--- src/bctl_pkg.sv ---
`default_nettype none

package bctl_pkg;

   // Kind of bus cycle owned by the control block
   typedef enum logic [2:0] {
      CYC_NONE = 3'd0,   // Idle, no cycle granted
      CYC_REF  = 3'd1,   // Memory refresh
      CYC_BUS  = 3'd2,   // External bus master
      CYC_SEM  = 3'd3,   // Semaphore access
      CYC_MEM  = 3'd4,   // CPU memory access
      CYC_IO   = 3'd5    // CPU I/O access
   } bus_cycle_t;

   // Sequencer state count, seen inverted on q_n
   typedef logic [2:0] cyc_state_t;

   // Refresh cycle length in osc cycles
   localparam int REF_STATES = 6;

endpackage

`default_nettype wire

--- src/bctl_ifs.sv ---
`default_nettype none

// Synchronized outside requests, all active high
interface bctl_sync_if ();
   logic breq;       // Bus master request
   logic refrq;      // Refresh request
   logic semrq;      // Semaphore request
   logic bdry;       // Bus data ready level
   logic bdry_rise;  // One-cycle pulse on data ready assertion
   logic bperr;      // Bus parity error
   logic clear;      // Bus clear, drops latched errors

   modport src (output breq, refrq, semrq, bdry, bdry_rise, bperr, clear);
   modport arb (input breq, refrq, semrq);
   modport tim (input breq, bdry_rise);
   modport par (input bperr, bdry, clear);
endinterface

// Active bus cycle shared by arbiter, sequencer and monitors
interface bctl_cycle_if import bctl_pkg::*; ();
   bus_cycle_t cycle;   // Granted cycle type
   logic       start;   // First cycle of a grant
   cyc_state_t state;   // Sequencer count
   logic       done;    // Last cycle of a grant
   logic       tmo;     // Data phase timed out
   logic       active;  // Grant in progress

   modport arb (output cycle, start, active, input done);
   modport tim (input cycle, start, active, output state, done, tmo);
   modport mon (input cycle, start, state, done, tmo, active);
endinterface

`default_nettype wire

--- src/bctl_arbiter.sv ---
`default_nettype none

module bctl_arbiter import bctl_pkg::*; (
   input  wire logic osc,
   input  wire logic rst_n,
   input  wire logic crq_n,   // CPU memory request
   input  wire logic iorq_n,  // CPU I/O request
   input  wire logic moff_n,  // Low blocks CPU memory cycles
   bctl_sync_if.arb  sync,
   bctl_cycle_if.arb cyc
);

   bus_cycle_t next_cycle;  // Winner of this cycle's requests
   logic       mem_req;     // CPU memory request, qualified

   assign mem_req = ~crq_n & moff_n;

   // Fixed priority, refresh always wins
   always_comb begin
      if (sync.refrq) begin
         next_cycle = CYC_REF;
      end else if (sync.breq) begin
         next_cycle = CYC_BUS;   // Outside master next
      end else if (sync.semrq) begin
         next_cycle = CYC_SEM;
      end else if (mem_req) begin
         next_cycle = CYC_MEM;
      end else if (!iorq_n) begin
         next_cycle = CYC_IO;    // Lowest priority
      end else begin
         next_cycle = CYC_NONE;
      end
   end

   always_ff @(posedge osc) begin
      if (!rst_n) begin
         cyc.cycle  <= CYC_NONE;
         cyc.active <= 1'b0;
         cyc.start  <= 1'b0;
      end else begin
         cyc.start <= 1'b0;  // Single cycle pulse
         if (cyc.active) begin
            if (cyc.done) begin
               cyc.active <= 1'b0;  // Free the bus next cycle
               cyc.cycle  <= CYC_NONE;
            end
         end else if (next_cycle != CYC_NONE) begin
            cyc.cycle  <= next_cycle;  // Hold type for the whole grant
            cyc.active <= 1'b1;
            cyc.start  <= 1'b1;
         end
      end
   end

   // Pending levels simply wait here while a grant runs,
   // nothing is queued and nothing is lost

endmodule

`default_nettype wire

--- src/bctl_drivers.sv ---
`default_nettype none

module bctl_drivers import bctl_pkg::*; (
   bctl_cycle_if.mon  cyc,
   output logic       gnt_n,
   output logic       cact_n,
   output logic       bmem_n,
   output logic       bref_n,
   output logic       iod_n,
   output logic       semrq_n,
   output logic       eadr_n,
   output logic       bapr_n,
   output logic       bdap_n,
   output logic       berror_n,
   output cyc_state_t q_n
);

   logic own;  // We drive the bus strobes

   assign own = cyc.active && (cyc.cycle != CYC_BUS);  // Outside master drives its own

   assign cact_n  = ~cyc.active;
   assign gnt_n   = ~(cyc.active && cyc.cycle == CYC_BUS);
   assign bmem_n  = ~(cyc.active && (cyc.cycle == CYC_MEM || cyc.cycle == CYC_SEM));
   assign bref_n  = ~(cyc.active && cyc.cycle == CYC_REF);
   assign iod_n   = ~(cyc.active && cyc.cycle == CYC_IO);
   assign semrq_n = ~(cyc.active && cyc.cycle == CYC_SEM);

   // Strobe order follows the state count
   assign eadr_n = ~(own && cyc.state == 3'd0);  // Address out
   assign bapr_n = ~(own && cyc.state == 3'd1);  // Address strobe
   assign bdap_n = ~(own && cyc.state >= 3'd2);  // Data phase

   assign berror_n = ~cyc.tmo;    // Bus error on timeout
   assign q_n      = ~cyc.state;  // Idle count reads 111

endmodule

`default_nettype wire

--- src/bctl_parity.sv ---
`default_nettype none

module bctl_parity import bctl_pkg::*; (
   input  wire logic  osc,
   input  wire logic  rst_n,
   input  wire logic  lperr_n,  // Local memory parity error
   input  wire logic  pa_n,     // Error belongs to address side
   input  wire logic  ps_n,     // Error belongs to slave side
   bctl_sync_if.par   sync,
   bctl_cycle_if.mon  cyc,
   output logic       parerr_n,
   output logic       rerr_n,
   output logic       ioxerr_n,
   output logic       spea,
   output logic       spes
);

   logic bperr_seen;  // Bus parity error during data ready
   logic perr_now;    // Any parity error at the end of the cycle
   logic set_rerr;    // First latch of rerr_n

   // Capture bus parity while data ready is up
   always_ff @(posedge osc) begin
      if (!rst_n || cyc.start) begin
         bperr_seen <= 1'b0;  // Fresh for each grant
      end else if (cyc.active && sync.bdry && sync.bperr) begin
         bperr_seen <= 1'b1;
      end
   end

   assign perr_now = bperr_seen || (sync.bdry && sync.bperr) || !lperr_n;
   assign set_rerr = cyc.done && (cyc.cycle != CYC_REF) && perr_now;  // Refresh exempt

   always_ff @(posedge osc) begin
      if (!rst_n || sync.clear) begin
         parerr_n <= 1'b1;  // Bus clear drops all latches
         rerr_n   <= 1'b1;
         ioxerr_n <= 1'b1;
      end else begin
         if (set_rerr) begin
            parerr_n <= 1'b0;
            rerr_n   <= 1'b0;
         end
         if (cyc.tmo) begin
            ioxerr_n <= 1'b0;  // No answer from I/O or memory
         end
      end
   end

   // Status strobes only on the edge that latches rerr_n
   always_ff @(posedge osc) begin
      if (!rst_n) begin
         spea <= 1'b0;
         spes <= 1'b0;
      end else begin
         spea <= set_rerr && rerr_n && !sync.clear && !pa_n;
         spes <= set_rerr && rerr_n && !sync.clear && !ps_n;
      end
   end

endmodule

`default_nettype wire

--- src/bctl_sync.sv ---
`default_nettype none

module bctl_sync (
   input  wire logic osc,
   input  wire logic rst_n,
   input  wire logic ibreq_n,
   input  wire logic refrq_n,
   input  wire logic isemrq_n,
   input  wire logic ibdry_n,
   input  wire logic ibperr_n,
   input  wire logic clear_n,
   bctl_sync_if.src  sync
);

   // Bit positions in the sampled vector
   localparam int B_BREQ  = 5;
   localparam int B_REFRQ = 4;
   localparam int B_SEMRQ = 3;
   localparam int B_BDRY  = 2;
   localparam int B_BPERR = 1;
   localparam int B_CLEAR = 0;

   logic [5:0] raw;      // Inverted pins, active high
   logic [5:0] stage1;   // First flop, may go metastable
   logic [5:0] stage2;   // Second flop, safe to use
   logic       bdry_d3;  // Extra data ready stage for edge detect

   assign raw = ~{ibreq_n, refrq_n, isemrq_n, ibdry_n, ibperr_n, clear_n};

   always_ff @(posedge osc) begin
      if (!rst_n) begin
         stage1  <= '0;  // All requests inactive
         stage2  <= '0;
         bdry_d3 <= 1'b0;
      end else begin
         stage1  <= raw;
         stage2  <= stage1;
         bdry_d3 <= stage2[B_BDRY];  // Delayed copy of data ready
      end
   end

   assign sync.breq      = stage2[B_BREQ];
   assign sync.refrq     = stage2[B_REFRQ];
   assign sync.semrq     = stage2[B_SEMRQ];
   assign sync.bdry      = stage2[B_BDRY];
   assign sync.bperr     = stage2[B_BPERR];
   assign sync.clear     = stage2[B_CLEAR];
   assign sync.bdry_rise = stage2[B_BDRY] & ~bdry_d3;  // New data ready only

endmodule

`default_nettype wire

--- src/bctl_timing.sv ---
`default_nettype none

module bctl_timing import bctl_pkg::*; #(
   parameter int TIMEOUT_CYCLES = 16
) (
   input  wire logic osc,
   input  wire logic rst_n,
   input  wire logic term_n,  // CPU terminates the cycle
   bctl_sync_if.tim  sync,
   bctl_cycle_if.tim cyc
);

   localparam int TW = $clog2(TIMEOUT_CYCLES + 1);  // Timeout counter width

   localparam cyc_state_t ST_DATA = cyc_state_t'(2);               // First data state
   localparam cyc_state_t ST_LAST = cyc_state_t'(7);               // Saturation point
   localparam cyc_state_t ST_REF  = cyc_state_t'(REF_STATES - 1);  // Last refresh state

   logic [TW-1:0] tmo_cnt;   // Data phase cycles so far
   logic          own_cyc;   // Cycle that waits for data ready
   logic          data_ph;   // Data phase of such a cycle
   logic          end_ref;   // Refresh has run its length
   logic          end_bus;   // Outside master let go
   logic          end_rdy;   // Slave answered
   logic          end_term;  // CPU cut the cycle short

   assign own_cyc = (cyc.cycle == CYC_SEM) || (cyc.cycle == CYC_MEM) ||
                    (cyc.cycle == CYC_IO);
   assign data_ph = cyc.active && own_cyc && (cyc.state >= ST_DATA);

   assign end_ref  = (cyc.cycle == CYC_REF) && (cyc.state == ST_REF);  // bdry ignored
   assign end_bus  = (cyc.cycle == CYC_BUS) && !sync.breq;
   assign end_rdy  = data_ph && sync.bdry_rise;
   assign end_term = !term_n && (cyc.cycle != CYC_REF);

   // Timeout only when no data ready arrives in the same cycle
   assign cyc.tmo  = data_ph && !sync.bdry_rise &&
                     (tmo_cnt == TW'(TIMEOUT_CYCLES - 1));

   assign cyc.done = cyc.active &&
                     (end_ref || end_bus || end_rdy || end_term || cyc.tmo);

   // State count, 0 address, 1 strobe, 2 and up data
   always_ff @(posedge osc) begin
      if (!rst_n) begin
         cyc.state <= '0;  // q_n reads all ones
      end else if (!cyc.active || cyc.done) begin
         cyc.state <= '0;  // Ready for next start
      end else if (cyc.state != ST_LAST) begin
         cyc.state <= cyc.state + 3'd1;  // Saturates at 7
      end
   end

   always_ff @(posedge osc) begin
      if (!rst_n) begin
         tmo_cnt <= '0;
      end else if (!data_ph) begin
         tmo_cnt <= '0;  // Restart for each grant
      end else if (tmo_cnt != TW'(TIMEOUT_CYCLES - 1)) begin
         tmo_cnt <= tmo_cnt + TW'(1);
      end
   end

endmodule

`default_nettype wire

--- src/bif_bctl.sv ---
`default_nettype none

module bif_bctl #(
   parameter int TIMEOUT_CYCLES = 16  // Data phase limit
) (
   input  wire logic osc,
   input  wire logic rst_n,
   input  wire logic crq_n,
   input  wire logic iorq_n,
   input  wire logic moff_n,
   input  wire logic ibreq_n,
   input  wire logic refrq_n,
   input  wire logic isemrq_n,
   input  wire logic ibdry_n,
   input  wire logic ibperr_n,
   input  wire logic clear_n,
   input  wire logic term_n,
   input  wire logic lperr_n,
   input  wire logic pa_n,
   input  wire logic ps_n,
   output logic       gnt_n,
   output logic       cact_n,
   output logic       bmem_n,
   output logic       bref_n,
   output logic       iod_n,
   output logic       semrq_n,
   output logic       eadr_n,
   output logic       bapr_n,
   output logic       bdap_n,
   output logic       berror_n,
   output logic [2:0] q_n,
   output logic       parerr_n,
   output logic       rerr_n,
   output logic       ioxerr_n,
   output logic       spea,
   output logic       spes
);

   bctl_sync_if  sync ();  // Synchronized outside inputs
   bctl_cycle_if cyc ();   // Active grant

   bctl_sync u_sync (
      .osc      (osc),
      .rst_n    (rst_n),
      .ibreq_n  (ibreq_n),
      .refrq_n  (refrq_n),
      .isemrq_n (isemrq_n),
      .ibdry_n  (ibdry_n),
      .ibperr_n (ibperr_n),
      .clear_n  (clear_n),
      .sync     (sync.src)
   );

   bctl_arbiter u_arbiter (
      .osc    (osc),
      .rst_n  (rst_n),
      .crq_n  (crq_n),
      .iorq_n (iorq_n),
      .moff_n (moff_n),
      .sync   (sync.arb),
      .cyc    (cyc.arb)
   );

   bctl_timing #(
      .TIMEOUT_CYCLES (TIMEOUT_CYCLES)
   ) u_timing (
      .osc    (osc),
      .rst_n  (rst_n),
      .term_n (term_n),
      .sync   (sync.tim),
      .cyc    (cyc.tim)
   );

   bctl_parity u_parity (
      .osc      (osc),
      .rst_n    (rst_n),
      .lperr_n  (lperr_n),
      .pa_n     (pa_n),
      .ps_n     (ps_n),
      .sync     (sync.par),
      .cyc      (cyc.mon),
      .parerr_n (parerr_n),
      .rerr_n   (rerr_n),
      .ioxerr_n (ioxerr_n),
      .spea     (spea),
      .spes     (spes)
   );

   bctl_drivers u_drivers (
      .cyc      (cyc.mon),
      .gnt_n    (gnt_n),
      .cact_n   (cact_n),
      .bmem_n   (bmem_n),
      .bref_n   (bref_n),
      .iod_n    (iod_n),
      .semrq_n  (semrq_n),
      .eadr_n   (eadr_n),
      .bapr_n   (bapr_n),
      .bdap_n   (bdap_n),
      .berror_n (berror_n),
      .q_n      (q_n)
   );

endmodule

`default_nettype wire
--- config.mk ---
export PLATFORM = sky130hd
export DESIGN_NAME = bif_bctl
export DESIGN_NICKNAME = d
export VERILOG_FILES = /design/src/bctl_pkg.sv /design/src/bctl_ifs.sv /design/src/bctl_arbiter.sv /design/src/bctl_drivers.sv /design/src/bctl_parity.sv /design/src/bctl_sync.sv /design/src/bctl_timing.sv /design/src/bif_bctl.sv
export SDC_FILE = /design/constraint.sdc
export NUM_CORES = 1
export LEC_CHECK = 0
export ABC_AREA = 1
export ABC_CLOCK_PERIOD_IN_PS = 2110
export BUFFER_PORTS_ARGS = -buffer_cell sky130_fd_sc_hd__buf_4
export CAP_MARGIN = 30
export CORE_ASPECT_RATIO = 0.9
export CORE_MARGIN = 4
export CORE_UTILIZATION = 32
export CTS_CLUSTER_DIAMETER = 120
export DETAILED_ROUTE_END_ITERATION = 6
export PLACE_DENSITY = 0.52
export SLEW_MARGIN = 0
export SYNTH_ARGS = -nofsm -noshare
export SYNTH_HDL_FRONTEND = slang
export SYNTH_HIERARCHICAL = 1
export SYNTH_SLANG_ARGS = --single-unit
--- constraint.sdc ---
create_clock -name osc -period 2.11 [get_ports osc]
set_input_delay 0.1055 -clock osc [delete_from_list [all_inputs] [get_ports osc]]
set_output_delay 0.1055 -clock osc [all_outputs]
set_load 0.005 [all_outputs]
==> impl_metrics.prom, run 1 <==
# TYPE chip_impl_metric gauge
chip_impl_metric{name="max_freq",unit="MHz"} 540
chip_impl_metric{name="clkSinkCount",unit=""} 31
chip_impl_info{name="cp-start-kind",value="flip-flop"} 1
chip_impl_info{name="worstHoldPathType",value="primary input to flip-flop"} 1
chip_impl_metric{name="grt_first_pass_wirelength",unit="mm"} 5.13
chip_impl_metric{name="place_worst_setup_slack",unit="ns"} 0.179
chip_impl_metric{name="cts_max_path_buffers",unit=""} 2
chip_impl_metric{name="min_period",unit="ns"} 1.85
chip_impl_metric{name="synth_xor_area_share",unit="%"} 1.14
chip_impl_metric{name="antennaDiodeCount",unit=""} 0
chip_impl_metric{name="combPwrFrac",unit="%"} 13.0
chip_impl_metric{name="area.growth.synth_to_final",unit="%"} 31.4
chip_impl_metric{name="internal_dissipation",unit="W"} 0.00108
chip_impl_metric{name="clock_insertion_delay_worst_skew",unit="ns"} 0.28
chip_impl_metric{name="period_share",unit="%"} 87.8
chip_impl_metric{name="synth_compound_gate_area_share",unit="%"} 4.41
chip_impl_metric{name="slew_violations",unit=""} 0
chip_impl_metric{name="setup_ws_final",unit="ns"} 0.257
chip_impl_metric{name="power.switching_fraction",unit="%"} 23.3
chip_impl_metric{name="cp_max_fo",unit=""} 6
chip_impl_metric{name="vdd_drop_max",unit="mV"} 0.359
chip_impl_metric{name="die_height",unit="µm"} 73.7
chip_impl_info{name="setup_repair_after_global_routing_missed_its_margin",value="false"} 1
chip_impl_metric{name="switching_power",unit="W"} 0.000327
chip_impl_metric{name="power_density",unit="nW/µm²"} 696
chip_impl_metric{name="synthesis.area_per_instance",unit="µm²"} 7.78
chip_impl_info{name="slowest_stage",value="dfxtp_1"} 1
chip_impl_metric{name="synth_simple_gate_area_share",unit="%"} 36.7
chip_impl_metric{name="cts.clk_slew.worst_paths",unit="ns"} 0.06
chip_impl_info{name="post_synth_most_frequent_cells",value="inv_1, dfxtp_1, nand2_1"} 1
chip_impl_metric{name="p_clk_share",unit="%"} 42.0
chip_impl_metric{name="drt.antenna.violating_nets",unit=""} 0
chip_impl_metric{name="worstPathArrival",unit="ns"} 1.75
chip_impl_metric{name="dr_vias",unit=""} 1254
chip_impl_metric{name="final_util",unit="%"} 44.3
chip_impl_metric{name="required",unit="ns"} 2.00
chip_impl_metric{name="yosysTopAreaCellShare",unit="%"} 40.5
chip_impl_metric{name="dr.pass1.iters",unit=""} 4
chip_impl_metric{name="finalWeightedCongestion",unit=""} 0.751
chip_impl_info{name="synthTopCellsByArea",value="dfxtp_1, inv_1, nand2_1"} 1
chip_impl_metric{name="synth-edff-count",unit=""} 0
chip_impl_info{name="cts-root-buf",value="clkbuf_8"} 1
chip_impl_metric{name="worst_slew_margin_rel",unit="%"} 73.4
chip_impl_metric{name="yosysWarnings",unit=""} 6
chip_impl_metric{name="setup-tns-final",unit="ns"} 0
chip_impl_metric{name="synthDistinctLibCells",unit=""} 31
chip_impl_metric{name="finalNetCount",unit=""} 260
chip_impl_metric{name="synth.net_count",unit=""} 217
chip_impl_metric{name="synthMuxAreaShare",unit="%"} 0.653
chip_impl_info{name="synth_top_flop_cell",value="dfxtp_1"} 1
chip_impl_metric{name="remaining_drc_errors",unit=""} 0
chip_impl_metric{name="drt-wirelength-per-cell",unit="µm"} 9.25
chip_impl_metric{name="netlist_area",unit="µm²"} 1530
chip_impl_metric{name="initialDrtViolationCount",unit=""} 51
chip_impl_metric{name="globalRouteTotalUtil",unit="%"} 11.3
chip_impl_metric{name="static-leakage-power",unit="nW"} 0.924
chip_impl_metric{name="drt_wl_total",unit="mm"} 2.80
chip_impl_metric{name="synth.ff_latch_count",unit=""} 31
chip_impl_metric{name="drive_above_1_share",unit="%"} 32.0
chip_impl_metric{name="core_area",unit="µm²"} 4550
chip_impl_metric{name="synth_async_sr_flop_share",unit="%"} 0
chip_impl_metric{name="placementRows",unit=""} 23
chip_impl_metric{name="dieArea",unit="µm²"} 5960
chip_impl_info{name="yosys.cell_count.top_type",value="inv_1"} 1
chip_impl_metric{name="sequentialPowerShare",unit="%"} 45.1
chip_impl_metric{name="initial_core_util",unit="%"} 33.7
chip_impl_metric{name="post_cts.repair.setup_buffers",unit=""} 0
chip_impl_metric{name="hold_viol",unit=""} 0
chip_impl_info{name="outcome",value="finished, final reports clean"} 1
chip_impl_info{name="cp_cell_sequence",value="ha_1 -> nand2_1 -> nor2_1 -> ha_1 -> inv_1 -> nor3_2 -> inv_1 -> buf_4"} 1
chip_impl_metric{name="first_global_vias",unit=""} 1199
chip_impl_info{name="end_kind",value="output port"} 1
chip_impl_metric{name="slew_of_the_pin_with_the_lowest_slew_margin",unit="ns"} 0.399
chip_impl_info{name="synth.largest_area_cell",value="dfxtp_1"} 1
chip_impl_metric{name="worst_path_largest_cell_delay",unit="ns"} 0.37
chip_impl_metric{name="cts_max_level",unit=""} 2
chip_impl_info{name="synth_top_family_by_area",value="simple AND/OR/NAND/NOR gates"} 1
chip_impl_metric{name="hpwlAfterDp",unit="mm"} 2.14
chip_impl_metric{name="syn_inst",unit=""} 197
chip_impl_metric{name="arithmetic_cell_share_of_the_synthesized_area_counting_full_adders_half_adders_and_majority_gates",unit="%"} 4.08
chip_impl_metric{name="setup-violations-final",unit=""} 0
chip_impl_metric{name="floorplan.die.width",unit="µm"} 81.0
chip_impl_metric{name="detail_route.vias_per_cell",unit=""} 4.14
chip_impl_metric{name="total_power",unit="W"} 0.00140
chip_impl_metric{name="grt_max_degree",unit=""} 15
chip_impl_metric{name="max_cap_viol_count",unit=""} 0
chip_impl_info{name="timing.setup.critical_path_class",value="flip-flop to output port"} 1
chip_impl_metric{name="worst_setup_skew_after_layout",unit="ns"} 0.00350
chip_impl_metric{name="grt_antenna_before_repair",unit=""} 0
chip_impl_metric{name="top_level_ports",unit=""} 33
chip_impl_metric{name="synth.yosys.seq_area_share",unit="%"} 40.5
chip_impl_metric{name="global_route.overflow_total",unit=""} 0
chip_impl_metric{name="buffer_ports.inserted",unit=""} 32
chip_impl_info{name="tritoncts",value="done"} 1
chip_impl_metric{name="tritoncts.num_buffers",unit=""} 5
-- repair_timing --
item,4_1_cts,5_1_grt
hold buffers,6,0
hold endpoints to repair,6,0
setup endpoints to repair,0,4
resized for setup,0,2
-- layer usage --
metal	vias up	GRT usage (%)	wire length [µm]
met5	-	0	0
met4	0	7.32	58
met3	6	3.43	261
met2	38	16.5	1110
met1	522	14.2	1370
li1	688	-	-
-- kinds of logic after synthesis --
family          after synthesis
buf+inv                      44
flops                        31
fa+ha+maj                     5
mux                           1
simple gates                102
compound gates               12
xor+xnor                      2
-- power groups by stage --
stage / combinational [W] / sequential (W) / clock (W)
after floorplan: 0.000114 / 0.000642 / 0
after global placement: 0.000173 / 0.000645 / 0
after detailed placement: 0.000174 / 0.000645 / 0
after CTS: 0.000183 / 0.000632 / 0.000613
after global routing: 0.000208 / 0.000636 / 0.000638
final: 0.000182 / 0.000632 / 0.000589
-- flip-flops by register name, summed over array words and instances, names as in the netlist --
name                  flops
u_parity/rerr_n           1
u_parity/bperr_seen       1
u_parity/spes             1
u_arbiter/cyc.cycle       3
u_arbiter/cyc.active      1
u_arbiter/cyc.start       1
u_sync/stage2             6
u_sync/stage1             6
u_parity/ioxerr_n         1
u_parity/spea             1
u_sync/bdry_d3            1
u_timing/cyc.state        3
u_timing/tmo_cnt          5
-- layout by cell type (no fill, tap or decap), types with 2 or more instances in the layout --
cell / synthesis / layout
buf_4: 1 / 33
inv_1: 32 / 32
dfxtp_1: 31 / 31
nand2_1: 30 / 30
nor2_1: 23 / 23
nand3_1: 13 / 13
a21oi_1: 8 / 7
clkbuf_8: 0 / 6
dlygate4sd3_1: 0 / 6
nand2_2: 6 / 6
inv_2: 6 / 6
nor2_4: 6 / 6
nand4_1: 5 / 5
ha_1: 5 / 5
nor2_2: 4 / 4
nand3_2: 4 / 4
nor3_2: 2 / 3
clkinv_2: 1 / 2
or2_1: 2 / 2
or2_0: 2 / 2
a21oi_2: 1 / 2
xor2_1: 2 / 2
-- cell type report --
cell class	instances	area (µm²)
well taps	62	77.6
multi-input cells	122	728
clock buffers	6	82.6
fillers	473	2530
repair buffers	39	308
flip-flops and latches	31	621
inverters	41	163
clock inverters	2	35.0
-- path summary, 6_finish.rpt --
check | to | startpoint | slack, ns | depth (start not counted)
min | u_parity/spea$_SDFF_PN0_ | pa_n | 0.09 | 3
max reg2reg | u_arbiter/cyc.cycle[2]$_SDFFE_PN0P_ | u_timing/tmo_cnt[1]$_SDFFE_PN0P_ | 0.28 | 10
min reg2reg | u_sync/stage2[5]$_SDFF_PN0_ | u_sync/stage1[5]$_SDFF_PN0_ | 0.41 | 2
max | berror_n | u_timing/tmo_cnt[1]$_SDFFE_PN0P_ | 0.26 | 8
-- metrics by stage --
stage / std cells / hold WS (ns) / instance area, µm²
after floorplan: 197 / 0.171 / 1530
after global placement: 289 / 0.276 / 1830
after detailed placement: 289 / 0.278 / 1830
after CTS: 303 / 0.0710 / 2010
after global routing: 303 / 0.101 / 2010
final: 303 / 0.0870 / 2010
-- critical path, delay by kind of cell, from the launching register on --
| family | cells | cell delay, ns |
|---|---|---|
| AND/OR/NAND/NOR | 3 | 0.38 |
| adder cells (fa/ha/maj) | 2 | 0.42 |
| buffers and inverters | 3 | 0.31 |
| flip-flops | 1 | 0.37 |
Note: power is estimated with default switching activity, not from simulation.
==> inputs of run 2 (changes only) <==
--- a/config.mk
+++ b/config.mk
@@ -7,7 +7,7 @@
 export LEC_CHECK = 0
 export ABC_AREA = 1
 export ABC_CLOCK_PERIOD_IN_PS = 2110
-export BUFFER_PORTS_ARGS = -buffer_cell sky130_fd_sc_hd__buf_4
+export BUFFER_PORTS_ARGS = -buffer_cell sky130_fd_sc_hd__clkbuf_2
 export CAP_MARGIN = 30
 export CORE_ASPECT_RATIO = 0.9
 export CORE_MARGIN = 4
@@ -15,7 +15,7 @@
 export CTS_CLUSTER_DIAMETER = 120
 export DETAILED_ROUTE_END_ITERATION = 6
 export PLACE_DENSITY = 0.52
-export SLEW_MARGIN = 0
+export SLEW_MARGIN = 20
 export SYNTH_ARGS = -nofsm -noshare
 export SYNTH_HDL_FRONTEND = slang
 export SYNTH_HIERARCHICAL = 1
==> impl_metrics.prom, run 2 (synthesis gave the netlist of run 1 again) <==
# TYPE chip_impl_metric gauge
chip_impl_metric{name="cts.clk_slew.worst_paths",unit="ns"} 0.07
chip_impl_info{name="top_regs",value="u_sync/stage1 x6, u_sync/stage2 x6, u_timing/tmo_cnt x5"} 1
chip_impl_metric{name="slew_of_the_pin_with_the_lowest_slew_margin",unit="ns"} 0.405
chip_impl_metric{name="globalRouteTotalUtil",unit="%"} 11.5
chip_impl_metric{name="static-leakage-power",unit="nW"} 0.901
chip_impl_metric{name="clkSinkCount",unit=""} 31
chip_impl_info{name="most_frequent_cells_in_the_layout",value="clkbuf_2, inv_1, dfxtp_1"} 1
chip_impl_metric{name="finalWeightedCongestion",unit=""} 0.742
chip_impl_metric{name="first_global_vias",unit=""} 1240
chip_impl_metric{name="grt_first_pass_wirelength",unit="mm"} 5.32
chip_impl_metric{name="timing.reg2reg.worst_path_depth",unit=""} 10
chip_impl_metric{name="post_cts.repair.setup_buffers",unit=""} 0
chip_impl_metric{name="dieArea",unit="µm²"} 5960
chip_impl_metric{name="setup-violations-final",unit=""} 0
chip_impl_metric{name="grt_max_degree",unit=""} 15
chip_impl_metric{name="hpwlAfterDp",unit="mm"} 2.12
chip_impl_metric{name="combPwrFrac",unit="%"} 12.2
chip_impl_metric{name="dr_vias",unit=""} 1235
chip_impl_metric{name="power_density",unit="nW/µm²"} 708
chip_impl_metric{name="vdd_drop_max",unit="mV"} 0.429
chip_impl_metric{name="internal_dissipation",unit="W"} 0.00103
chip_impl_metric{name="final-seq-area",unit="µm²"} 621
chip_impl_info{name="outcome",value="finished, final reports clean"} 1
chip_impl_metric{name="max_cap_viol_count",unit=""} 0
chip_impl_metric{name="core_area",unit="µm²"} 4550
chip_impl_metric{name="hold_path_depth",unit=""} 3
chip_impl_metric{name="required",unit="ns"} 2.28
chip_impl_metric{name="initialDrtViolationCount",unit=""} 35
chip_impl_metric{name="top_level_ports",unit=""} 33
chip_impl_metric{name="sequentialPowerShare",unit="%"} 46.2
chip_impl_metric{name="setup-tns-final",unit="ns"} 0
chip_impl_metric{name="hold_viol",unit=""} 0
chip_impl_metric{name="cts_max_path_buffers",unit=""} 2
chip_impl_metric{name="drt.antenna.violating_nets",unit=""} 0
chip_impl_metric{name="p_clk_share",unit="%"} 41.6
chip_impl_metric{name="placed_area",unit="µm²"} 1750
chip_impl_metric{name="max_freq",unit="MHz"} 552
chip_impl_metric{name="hold_slack",unit="ns"} 0.0910
chip_impl_metric{name="drive_above_1_share",unit="%"} 32.4
chip_impl_metric{name="total_power",unit="W"} 0.00137
chip_impl_metric{name="slew_violations",unit=""} 0
chip_impl_metric{name="cp_max_fo",unit=""} 6
chip_impl_metric{name="worstPathArrival",unit="ns"} 1.98
chip_impl_metric{name="drt-wirelength-per-cell",unit="µm"} 9.16
chip_impl_metric{name="dr.pass1.iters",unit=""} 4
chip_impl_info{name="worstHoldPathType",value="primary input to flip-flop"} 1
chip_impl_metric{name="multi_input_area",unit="µm²"} 731
chip_impl_metric{name="tritoncts.num_buffers",unit=""} 5
chip_impl_info{name="setup_repair_after_global_routing_missed_its_margin",value="false"} 1
chip_impl_metric{name="area.growth.synth_to_final",unit="%"} 26.0
chip_impl_metric{name="final.fill_count",unit=""} 481
chip_impl_metric{name="worst_setup_skew_after_layout",unit="ns"} 0.00336
chip_impl_metric{name="die_height",unit="µm"} 73.7
chip_impl_info{name="cp-start-kind",value="flip-flop"} 1
chip_impl_metric{name="drt_wl_total",unit="mm"} 2.78
chip_impl_info{name="end_kind",value="flip-flop"} 1
chip_impl_metric{name="remaining_drc_errors",unit=""} 0
chip_impl_metric{name="finalInstanceArea",unit="µm²"} 1930
chip_impl_metric{name="power.switching_fraction",unit="%"} 24.7
chip_impl_metric{name="worst_slew_margin_rel",unit="%"} 72.9
chip_impl_info{name="cts-root-buf",value="clkbuf_8"} 1
chip_impl_metric{name="antennaDiodeCount",unit=""} 0
chip_impl_info{name="tritoncts",value="done"} 1
chip_impl_metric{name="finalNetCount",unit=""} 260
chip_impl_metric{name="global_route.overflow_total",unit=""} 0
chip_impl_metric{name="placementRows",unit=""} 23
chip_impl_metric{name="grt_antenna_before_repair",unit=""} 0
chip_impl_metric{name="switching_power",unit="W"} 0.000337
chip_impl_metric{name="cts_max_level",unit=""} 2
chip_impl_metric{name="floorplan.die.width",unit="µm"} 81.0
chip_impl_metric{name="buffer_ports.inserted",unit=""} 32
chip_impl_metric{name="initial_core_util",unit="%"} 33.7
chip_impl_metric{name="min_period",unit="ns"} 1.81
chip_impl_metric{name="period_share",unit="%"} 85.8
chip_impl_metric{name="clock_insertion_delay_worst_skew",unit="ns"} 0.28
chip_impl_info{name="timing.setup.critical_path_class",value="flip-flop to flip-flop"} 1
chip_impl_metric{name="detail_route.vias_per_cell",unit=""} 4.08
-- run 2: cell types whose count changed in the layout (fill, tap and decap cells not counted), sizes merged --
cell	change
clkbuf	+31
buf	-32
clkinv	+1
-- run 2: per-stage QoR --
stage	instances	setup WS, ns	utilization (%)
global route	303	0.0412	42.5
CTS	303	0.162	42.2
global placement	289	0.197	38.4
floorplan	197	0.402	-
detailed placement	289	0.170	38.4
finish	303	0.299	42.5
-- run 2: per-layer routing --
layer  GRT usage, %  wire length [µm]
met1           15.3              1380
met2           16.9              1140
met3           3.55               204
met4           5.63                52
met5              0                 0
-- run 2: path summary, 6_finish.rpt --
path,from,end,slack [ns]
setup / recovery,u_timing/tmo_cnt[1]$_SDFFE_PN0P_,u_arbiter/cyc.cycle[1]$_SDFFE_PN0P_,0.30
hold / removal,pa_n,u_parity/spea$_SDFF_PN0_,0.09
setup reg to reg,u_timing/tmo_cnt[1]$_SDFFE_PN0P_,u_arbiter/cyc.cycle[1]$_SDFFE_PN0P_,0.30
hold reg to reg,u_arbiter/cyc.start$_SDFF_PP0_,u_parity/bperr_seen$_SDFFE_PP0P_,0.40
-- run 2: cell type report --
class / count / area share [%]
clock buffer: 5 / 3.56
timing repair buffer: 39 / 11.8
clock inverter: 3 / 2.27
multi-input combinational: 122 / 37.8
sequential: 31 / 32.1
tap: 62 / 4.02
inverter: 41 / 8.42
-- run 2: what timing repair did --
item | in CTS | in global routing
endpoints found under the hold margin | 6 | 0
gates resized for setup | 0 | 3
hold buffers | 6 | 0
endpoints found under the setup margin | 0 | 7
-- run 2: worst max-delay path, stage by stage (launching register included) --
cell	delay (ns)
dfxtp_1	0.37
ha_1	0.18
nand2_1	0.05
nor2_1	0.10
ha_2	0.23
or2_1	0.12
nand4_1	0.14
a21oi_2	0.24
nand2_1	0.12
nand3_1	0.10
a21oi_1	0.06
-- run 2: power by group through the flow --
stage	Combinational, W	Clock, W	Sequential, W
floorplan	0.000114	0	0.000642
CTS	0.000168	0.000588	0.000632
global route	0.000195	0.000615	0.000636
detailed placement	0.000159	0	0.000645
global placement	0.000159	0	0.000645
finish	0.000167	0.000569	0.000631
